File: config.mk
export PLATFORM = sky130hd
export DESIGN_NAME = ninjin_wbuf
export DESIGN_NICKNAME = d
export VERILOG_FILES = /design/src/ninjin_pkg.sv /design/src/burst_bank.sv /design/src/burst_drainer.sv /design/src/ninjin_wbuf.sv /design/src/word_packer.sv
export SDC_FILE = /design/constraint.sdc
export NUM_CORES = 1
export LEC_CHECK = 0
export ABC_CLOCK_PERIOD_IN_PS = 7100
export BUFFER_PORTS_ARGS = -buffer_cell sky130_fd_sc_hd__clkbuf_2
export CAP_MARGIN = 20
export CORE_MARGIN = 2
export CORE_UTILIZATION = 50
export CTS_CLUSTER_DIAMETER = 30
export CTS_CLUSTER_SIZE = 10
export DETAILED_ROUTE_END_ITERATION = 7
export HOLD_SLACK_MARGIN = 0.02
export PLACE_DENSITY = 0.62
export SYNTH_ARGS = -nofsm -noshare
export SYNTH_HDL_FRONTEND = slang
export SYNTH_SLANG_ARGS = --single-unit
File: constraint.sdc
create_clock -name clk -period 7.1 [get_ports clk]
set_input_delay 0.71 -clock clk [delete_from_list [all_inputs] [get_ports clk]]
set_output_delay 0.71 -clock clk [all_outputs]
set_load 0.005 [all_outputs]
File: src/ninjin_pkg.sv
package ninjin_pkg;

  // ==========================================================================
  // geometry
  // ==========================================================================

  localparam int DWIDTH    = 16;
  localparam int RATE      = 4;
  localparam int RATELOG   = 2;
  localparam int BWIDTH    = DWIDTH << RATELOG;
  localparam int BURST_LEN = 8;
  localparam int IMGSIZE   = 16;
  localparam int LWIDTH    = 12;

  typedef logic signed [DWIDTH-1:0] word_t;
  typedef logic [BWIDTH-1:0]        beat_t;
  typedef logic [IMGSIZE-1:0]       addr_t;
  typedef logic [LWIDTH-1:0]        len_t;
  typedef logic                     bank_idx_t;

  // ==========================================================================
  // bank traffic
  // ==========================================================================

  typedef struct packed {
    logic  we;
    len_t  idx;
    beat_t beat;
  } bank_wr_t;

  // len counts beats, not words
  typedef struct packed {
    addr_t base;
    len_t  len;
    logic  last;
  } burst_t;

  typedef struct packed {
    logic   close;
    burst_t burst;
  } bank_close_t;

  typedef enum logic [1:0] {
    D_IDLE    = 2'd0,
    D_HEAD    = 2'd1,
    D_BEATS   = 2'd2,
    D_RELEASE = 2'd3
  } drain_state_t;

endpackage

File: src/burst_bank.sv
`timescale 1ns/1ns

module burst_bank #(
  parameter int BURST_LEN = 8,
  parameter int IDX_W     = 3
) (
  input  logic                    clk,
  input  logic                    xrst,
  input  logic                    sel,
  input  ninjin_pkg::bank_wr_t    bank_wr,
  input  ninjin_pkg::bank_close_t bank_close,
  input  ninjin_pkg::len_t        rd_idx,
  input  logic                    bank_rel,
  output logic                    full,
  output ninjin_pkg::burst_t      burst,
  output ninjin_pkg::beat_t       rd_data
);

  ninjin_pkg::beat_t mem [BURST_LEN];

  logic take_wr;
  logic take_close;

  assign take_wr    = sel && bank_wr.we;
  assign take_close = sel && bank_close.close;

  // ==========================================================================
  // storage
  // ==========================================================================

  always_ff @(posedge clk) begin
    if (take_wr) begin
      mem[bank_wr.idx[IDX_W-1:0]] <= bank_wr.beat;
    end
    // read port registered, beat follows its index by one cycle
    rd_data <= mem[rd_idx[IDX_W-1:0]];
  end

  always_ff @(posedge clk) begin
    if (take_close) begin
      burst <= bank_close.burst;
    end
  end

  // owned by the drainer while full
  always_ff @(posedge clk) begin
    if (!xrst) begin
      full <= 1'b0;
    end else if (take_close) begin
      full <= 1'b1;
    end else if (bank_rel) begin
      full <= 1'b0;
    end
  end

endmodule

File: src/burst_drainer.sv
`timescale 1ns/1ns

module burst_drainer #(
  parameter int NUM_BANKS   = 2,
  parameter int DDR_CREDITS = 4
) (
  input  logic                     clk,
  input  logic                     xrst,
  input  logic                     start,
  input  logic [NUM_BANKS-1:0]     full,
  input  ninjin_pkg::burst_t       burst [NUM_BANKS],
  input  ninjin_pkg::beat_t        rd_data [NUM_BANKS],
  input  logic                     ddr_credit,
  output ninjin_pkg::len_t         rd_idx,
  output logic [NUM_BANKS-1:0]     bank_rel,
  output logic [NUM_BANKS-1:0]     bank_credit,
  output logic                     ddr_req,
  output ninjin_pkg::burst_t       ddr_burst,
  output logic                     ddr_we,
  output ninjin_pkg::beat_t        ddr_wdata,
  output logic                     done
);

  localparam int CNT_W = $clog2(DDR_CREDITS + 1);

  ninjin_pkg::drain_state_t state;
  logic                     busy;
  ninjin_pkg::bank_idx_t    ptr;
  ninjin_pkg::burst_t       hdr;
  ninjin_pkg::len_t         issued;
  logic                     we_q;
  logic [CNT_W-1:0]         ccnt;
  logic                     done_q;
  logic                     issue;
  logic                     final_rel;

  // one beat read per available DDR credit
  assign issue     = state == ninjin_pkg::D_BEATS && issued != hdr.len && ccnt != '0;
  assign final_rel = state == ninjin_pkg::D_RELEASE && hdr.last;

  // ==========================================================================
  // drain FSM
  // ==========================================================================

  always_ff @(posedge clk) begin
    if (!xrst) begin
      state  <= ninjin_pkg::D_IDLE;
      busy   <= 1'b0;
      ptr    <= '0;
      issued <= '0;
      we_q   <= 1'b0;
      ccnt   <= '0;
      done_q <= 1'b0;
    end else begin
      we_q   <= issue;
      done_q <= final_rel;
      ccnt   <= ccnt - CNT_W'(issue) + CNT_W'(ddr_credit);
      case (state)
        ninjin_pkg::D_IDLE: begin
          if (busy && full[ptr]) begin
            state <= ninjin_pkg::D_HEAD;
          end
        end
        ninjin_pkg::D_HEAD: begin
          issued <= '0;
          state  <= ninjin_pkg::D_BEATS;
        end
        ninjin_pkg::D_BEATS: begin
          if (issue) begin
            issued <= issued + 1'b1;
          end
          // last beat is on the bus in this cycle
          if (issued == hdr.len) begin
            state <= ninjin_pkg::D_RELEASE;
          end
        end
        ninjin_pkg::D_RELEASE: begin
          state <= ninjin_pkg::D_IDLE;
          if (ptr == ninjin_pkg::bank_idx_t'(NUM_BANKS - 1)) begin
            ptr <= '0;
          end else begin
            ptr <= ptr + 1'b1;
          end
        end
        default: begin
          state <= ninjin_pkg::D_IDLE;
        end
      endcase
      if (start && !busy) begin
        busy <= 1'b1;
        ptr  <= '0;
      end else if (final_rel) begin
        busy <= 1'b0;
      end
    end
  end

  always_ff @(posedge clk) begin
    if (state == ninjin_pkg::D_IDLE && full[ptr]) begin
      hdr <= burst[ptr];
    end
  end

  // ==========================================================================
  // outputs
  // ==========================================================================

  assign rd_idx      = issued;
  assign ddr_req     = state == ninjin_pkg::D_HEAD;
  assign ddr_burst   = hdr;
  assign ddr_we      = we_q;
  assign ddr_wdata   = rd_data[ptr];
  assign done        = done_q;
  assign bank_rel    = (state == ninjin_pkg::D_RELEASE) ? NUM_BANKS'(1) << ptr : '0;
  assign bank_credit = bank_rel;

endmodule

File: src/ninjin_wbuf.sv
`timescale 1ns/1ns

module ninjin_wbuf #(
  parameter int RATE        = ninjin_pkg::RATE,
  parameter int BURST_LEN   = ninjin_pkg::BURST_LEN,
  parameter int NUM_BANKS   = 2,
  parameter int DDR_CREDITS = 4
) (
  input  logic               clk,
  input  logic               xrst,
  input  logic               start,
  input  ninjin_pkg::addr_t  base_addr,
  input  ninjin_pkg::len_t   total_len,
  input  logic               mem_we,
  input  ninjin_pkg::word_t  mem_wdata,
  output logic               mem_ready,
  input  logic               ddr_credit,
  output logic               ddr_req,
  output ninjin_pkg::burst_t ddr_burst,
  output logic               ddr_we,
  output ninjin_pkg::beat_t  ddr_wdata,
  output logic               done
);

  // lane counter and bank address widths
  localparam int LANE_W = (RATE > 1) ? $clog2(RATE) : 1;
  localparam int IDX_W  = (BURST_LEN > 1) ? $clog2(BURST_LEN) : 1;

  ninjin_pkg::bank_wr_t    bank_wr;
  ninjin_pkg::bank_close_t bank_close;
  logic [NUM_BANKS-1:0]    bank_sel;
  logic [NUM_BANKS-1:0]    bank_credit;
  logic [NUM_BANKS-1:0]    bank_rel;
  logic [NUM_BANKS-1:0]    bank_full;
  ninjin_pkg::burst_t      bank_burst [NUM_BANKS];
  ninjin_pkg::beat_t       bank_rd [NUM_BANKS];
  ninjin_pkg::len_t        rd_idx;

  word_packer #(
    .RATE      (RATE),
    .BURST_LEN (BURST_LEN),
    .NUM_BANKS (NUM_BANKS),
    .LANE_W    (LANE_W)
  ) u_packer (
    .clk         (clk),
    .xrst        (xrst),
    .start       (start),
    .base_addr   (base_addr),
    .total_len   (total_len),
    .mem_we      (mem_we),
    .mem_wdata   (mem_wdata),
    .bank_credit (bank_credit),
    .mem_ready   (mem_ready),
    .bank_wr     (bank_wr),
    .bank_close  (bank_close),
    .bank_sel    (bank_sel)
  );

  // ping-pong banks, one fills while the other drains
  for (genvar i = 0; i < NUM_BANKS; i++) begin : g_bank
    burst_bank #(
      .BURST_LEN (BURST_LEN),
      .IDX_W     (IDX_W)
    ) u_bank (
      .clk        (clk),
      .xrst       (xrst),
      .sel        (bank_sel[i]),
      .bank_wr    (bank_wr),
      .bank_close (bank_close),
      .rd_idx     (rd_idx),
      .bank_rel   (bank_rel[i]),
      .full       (bank_full[i]),
      .burst      (bank_burst[i]),
      .rd_data    (bank_rd[i])
    );
  end

  burst_drainer #(
    .NUM_BANKS   (NUM_BANKS),
    .DDR_CREDITS (DDR_CREDITS)
  ) u_drainer (
    .clk         (clk),
    .xrst        (xrst),
    .start       (start),
    .full        (bank_full),
    .burst       (bank_burst),
    .rd_data     (bank_rd),
    .ddr_credit  (ddr_credit),
    .rd_idx      (rd_idx),
    .bank_rel    (bank_rel),
    .bank_credit (bank_credit),
    .ddr_req     (ddr_req),
    .ddr_burst   (ddr_burst),
    .ddr_we      (ddr_we),
    .ddr_wdata   (ddr_wdata),
    .done        (done)
  );

endmodule

File: src/word_packer.sv
`timescale 1ns/1ns

module word_packer #(
  parameter int RATE      = 4,
  parameter int BURST_LEN = 8,
  parameter int NUM_BANKS = 2,
  parameter int LANE_W    = 2
) (
  input  logic                    clk,
  input  logic                    xrst,
  input  logic                    start,
  input  ninjin_pkg::addr_t       base_addr,
  input  ninjin_pkg::len_t        total_len,
  input  logic                    mem_we,
  input  ninjin_pkg::word_t       mem_wdata,
  input  logic [NUM_BANKS-1:0]    bank_credit,
  output logic                    mem_ready,
  output ninjin_pkg::bank_wr_t    bank_wr,
  output ninjin_pkg::bank_close_t bank_close,
  output logic [NUM_BANKS-1:0]    bank_sel
);

  localparam int CRED_W = $clog2(NUM_BANKS + 1);

  logic                  busy;
  ninjin_pkg::len_t      words_left;
  logic [LANE_W-1:0]     lane;
  ninjin_pkg::len_t      beat_cnt;
  ninjin_pkg::bank_idx_t ptr;
  logic [CRED_W-1:0]     credits;
  logic [CRED_W-1:0]     credits_next;
  ninjin_pkg::addr_t     burst_base;
  ninjin_pkg::beat_t     beat_reg;
  ninjin_pkg::beat_t     beat_next;
  logic                  wr_we_q;
  ninjin_pkg::len_t      wr_idx_q;
  logic                  close_q;
  ninjin_pkg::burst_t    hdr_q;
  logic                  take_start;
  logic                  accept;
  logic                  last_word;
  logic                  beat_done;
  logic                  close_now;

  // ==========================================================================
  // acceptance and credits
  // ==========================================================================

  assign take_start = start && !busy;
  assign mem_ready  = busy && words_left != '0 && credits != '0;
  assign accept     = mem_we && mem_ready;
  assign last_word  = words_left == ninjin_pkg::len_t'(1);
  assign beat_done  = lane == LANE_W'(RATE - 1) || last_word;

  // bank ends on a full burst or on the final word
  assign close_now = accept && beat_done
                  && (beat_cnt == ninjin_pkg::len_t'(BURST_LEN - 1) || last_word);

  assign credits_next = credits - CRED_W'(close_now) + CRED_W'(|bank_credit);

  // first word lands in lane 0, lanes above the last word stay zero
  always_comb begin
    beat_next = (lane == '0) ? '0 : beat_reg;
    beat_next[lane*ninjin_pkg::DWIDTH +: ninjin_pkg::DWIDTH] = mem_wdata;
  end

  always_ff @(posedge clk) begin
    if (!xrst) begin
      busy       <= 1'b0;
      words_left <= '0;
      lane       <= '0;
      beat_cnt   <= '0;
      credits    <= '0;
      ptr        <= '0;
      wr_we_q    <= 1'b0;
      close_q    <= 1'b0;
    end else begin
      wr_we_q <= accept && beat_done;
      close_q <= close_now;
      if (take_start) begin
        busy       <= 1'b1;
        words_left <= total_len;
        lane       <= '0;
        beat_cnt   <= '0;
        credits    <= CRED_W'(NUM_BANKS);
        ptr        <= '0;
      end else begin
        // transfer ends once every bank has come back
        if (busy && words_left == '0 && credits_next == CRED_W'(NUM_BANKS)) begin
          busy <= 1'b0;
        end
        credits <= credits_next;
        if (accept) begin
          words_left <= words_left - 1'b1;
          lane       <= beat_done ? '0 : lane + 1'b1;
          if (close_now) begin
            beat_cnt <= '0;
          end else if (beat_done) begin
            beat_cnt <= beat_cnt + 1'b1;
          end
        end
        // select follows the close by one cycle
        if (close_q) begin
          if (ptr == ninjin_pkg::bank_idx_t'(NUM_BANKS - 1)) begin
            ptr <= '0;
          end else begin
            ptr <= ptr + 1'b1;
          end
        end
      end
    end
  end

  // ==========================================================================
  // beat and header registers
  // ==========================================================================

  always_ff @(posedge clk) begin
    if (take_start) begin
      burst_base <= base_addr;
    end else if (close_now) begin
      burst_base <= burst_base + ninjin_pkg::addr_t'(RATE * BURST_LEN);
    end
    if (accept) begin
      beat_reg <= beat_next;
      if (beat_done) begin
        wr_idx_q <= beat_cnt;
      end
      if (close_now) begin
        hdr_q.base <= burst_base;
        hdr_q.len  <= beat_cnt + 1'b1;
        hdr_q.last <= last_word;
      end
    end
  end

  assign bank_wr    = '{we: wr_we_q, idx: wr_idx_q, beat: beat_reg};
  assign bank_close = '{close: close_q, burst: hdr_q};
  assign bank_sel   = NUM_BANKS'(1) << ptr;

endmodule
==> qor.yml <==
outcome:
  status: "finished, final reports clean"
clock_tree:
  cts_setup_buffers: 0
  cts_root_buf: "clkbuf_16"
  htreeDepth: 5
  cts_hold_buf: 0
  cts_buffers: 294
  cts_tree: "built"
  clk_pin_slew_ns: 0.05
  cts_resized: 0
  clk_latency_ns: 0.87
  clock_sinks: 1406
  cts_buffer_depth: 4
sta:
  period_minus_slack_ns: 3.772
  fmax_ghz: 0.2651
  worst_pin_slew_ns: 1.087
  setup_viol: 0
  slew_viol_final: 0
  setup_tns_ns: 0
  hold_violations: 0
  finalCritPeriodShare: 0.5313
  fin_worst_skew_ns: 0.06588
  setup_ws_ns: 3.328
  slew_headroom: 0.2750
  rsz0062_at_grt: "no"
floorplanning:
  io-pin-count: 146
  coreArea_um2: 103300
  rows: 118
  die-height_um: 326.7
  die_x_um: 326.7
  initial_core_util: 0.5038
  die_area_um2: 106700
routing:
  via_count: 25090
  antenna_left: 0
  drc: 0
  via_per_inst: 5.673
  wl_per_cell_um: 26.28
  wirelength_mm: 116.2
  drt_iter0_drc: 2115
  drt_pre_antenna_iters: 5
global_routing:
  antenna_found_initial: 11
  grt_first_pass_wirelength_mm: 172.6
  grt_use_total: 0.2211
  grt_pass1_vias: 27020
  grt_max_degree: 134
  grt_overflow_total: 0
logic_synthesis:
  synth_cells: 2423
  ys_types: 66
  synth_flop_cell: "edfxtp_1"
  ys_warn_count: 0
  seq_area_frac_synth: 0.7756
  synth-seq-cells: 1406
  synthArstFlopShare: 0
  synth_area_um2: 52070
  syn-num-nets: 2493
  syn-mean-instance-area_um2: 21.49
  synth_edf_count: 1223
placement:
  gp_congestion: 0.7710
  dp_slack_ns: 3.529
  dp.final_hpwl_mm: 59.23
  portBuffers: 145
finish:
  final_common_cell: "edfxtp_1"
  drive_above_1_share: 0.3926
  area_growth_pct: 23.93
  mostFrequentLayoutCells: "edfxtp_1 (1223), clkbuf_16 (296), mux4_2 (256)"
  nFillCells: 7109
  largest_reg_flops: 1024
  final_nets: 2879
power:
  p_int_w: 0.01831
  peakVddDrop_v: 0.0002078
  p_per_area_nw_per_um2: 352.0
  sequentialPowerShare: 0.397
  p_sw_w: 0.004410
  p_sw_frac: 0.1941
  p_leak_nw: 21.21
  clock_power_share: 0.596
  p_comb_frac: 0.007
  power_w: 0.02272
critical_path:
  path_cells: "buf_4 -> mux2_2 -> clkbuf_2"
  r2r-start: "u_drainer.rd_idx[1]$_SDFFE_PN0P_"
  rr_endpoint: "g_bank[1].u_bank.rd_data[25]$_DFF_P_"
  ff2ff_path_depth: 4
  crit_path_end_kind: "output port"
  critPathSlowestCell: "dfxtp_4"
  worst-path-buf-inv: 2
  cp.required_ns: 6.39
  ff2ff_setup_slack_ns: 3.50
  startpoint_type: "register"
  crit_family: "buffers and inverters"
  critPathKind: "register to output port"
  max_stage_delay_ns: 0.81
  worstPathArrival_ns: 3.06
  path_max_fanout: 34
worst_hold_path:
  hold_end: "u_packer.words_left[1]$_SDFFE_PN0P_"
  holdPathStages: 2
  hold_start: "total_len[1]"
  hold_class: "input pin to register"
run:
  maxCapViolations: 0
-- worst register-to-register path, delay by kind of cell, from the launching register on --
family                 cells  cell delay [ns]
flip-flops                 1             0.94
multiplexers               2             0.74
buffers and inverters      2             1.78
-- Yosys cell counts, types with 3 or more instances --
cell type | count | area, um^2
a221o_1 | 7 | 70.07
nor3_1 | 17 | 85.08
o21ai_0 | 25 | 125.1
mux2_2 | 223 | 2511
buf_1 | 4 | 15.01
and3_1 | 12 | 75.07
nor4_2 | 3 | 37.54
nor2_1 | 42 | 157.7
and4_2 | 3 | 30.03
ha_1 | 20 | 250.2
mux4_2 | 256 | 5766
dfxtp_1 | 183 | 3664
a22o_1 | 7 | 61.31
and2_1 | 75 | 469.2
o22a_1 | 3 | 26.28
and4_1 | 3 | 26.28
nor4b_1 | 5 | 43.79
xnor2_1 | 13 | 113.9
mux2i_1 | 4 | 40.04
o211a_1 | 3 | 30.03
and3_2 | 4 | 30.03
nand3_1 | 14 | 70.07
nor2b_1 | 5 | 31.28
nand2_1 | 25 | 93.84
or3_1 | 3 | 18.77
edfxtp_1 | 1223 | 36730
xor2_1 | 31 | 271.5
buf_2 | 40 | 200.2
a21oi_1 | 19 | 95.09
clkbuf_1 | 58 | 217.7
inv_1 | 17 | 63.81
buf_6 | 5 | 56.30
nand2b_1 | 11 | 68.82
nand4_1 | 15 | 93.84
a21boi_0 | 6 | 45.04
a21o_1 | 3 | 22.52
-- layout make-up --
type,count,area [um^2],area share
diodes,11,27.53,0.0004266
clock buffers,348,7732,0.1198
inverters,17,63.81,0.0009888
multi-input cells,890,11230,0.1740
well taps,1380,1727,0.02676
repair buffers,200,1171,0.01815
flip-flops and latches,1406,40400,0.6261
clock inverters,170,2176,0.03372
-- worst max path at each step --
stage,from,endpoint,cells after the start
after floorplan,u_packer.wr_idx_q[1]$_DFFE_PP_,g_bank[0].u_bank.mem[0][0]$_DFFE_PP_,2
after global placement,u_drainer.rd_idx[1]$_SDFFE_PN0P_,g_bank[0].u_bank.rd_data[2]$_DFF_P_,4
after detailed placement,u_drainer.rd_idx[1]$_SDFFE_PN0P_,g_bank[1].u_bank.rd_data[25]$_DFF_P_,4
after CTS,u_drainer.ptr$_SDFFE_PP0N_,ddr_wdata[37],3
after global routing,u_drainer.ptr$_SDFFE_PP0N_,ddr_wdata[37],3
final,u_drainer.ptr$_SDFFE_PP0N_,ddr_wdata[37],3
-- logic make-up after synthesis --
kind of cell    share of synthesized area
flops                              0.7756
mux                                0.1597
simple gates                      0.02999
buf+inv                           0.01117
compound gates                    0.01091
xor+xnor                         0.007401
fa+ha+maj                        0.005190
-- power groups by stage --
stage	logic [W]	registers (W)	clock network, W
floorplan	0.0000993	0.00914	0
global placement	0.000160	0.00916	0
detailed placement	0.000163	0.00916	0
CTS	0.000165	0.00901	0.0137
global route	0.000179	0.00901	0.0141
finish	0.000164	0.00901	0.0135
-- per-stage QoR --
step	instance area [um^2]	instances	hold WS [ns]	util
after floorplan	52070	2423	0.4003	-
after global placement	54570	3891	0.4024	0.5281
after detailed placement	54570	3891	0.4089	0.5281
after CTS	64480	4409	0.07295	0.6239
after global routing	64510	4414	0.1076	0.6242
final	64530	4422	0.1263	0.6244
-- per-layer routing --
metal  track usage  up-vias  wire length, um  share of wire
met4       0.07270        6             2336          0.020
met3       0.05489      196             8299          0.071
li1              -    10750                -              -
met5             0        -               32        0.00028
met1        0.2910    13230            47060           0.40
met2        0.3636      903            58490           0.50
Note: power is estimated with default switching activity, not from simulation.
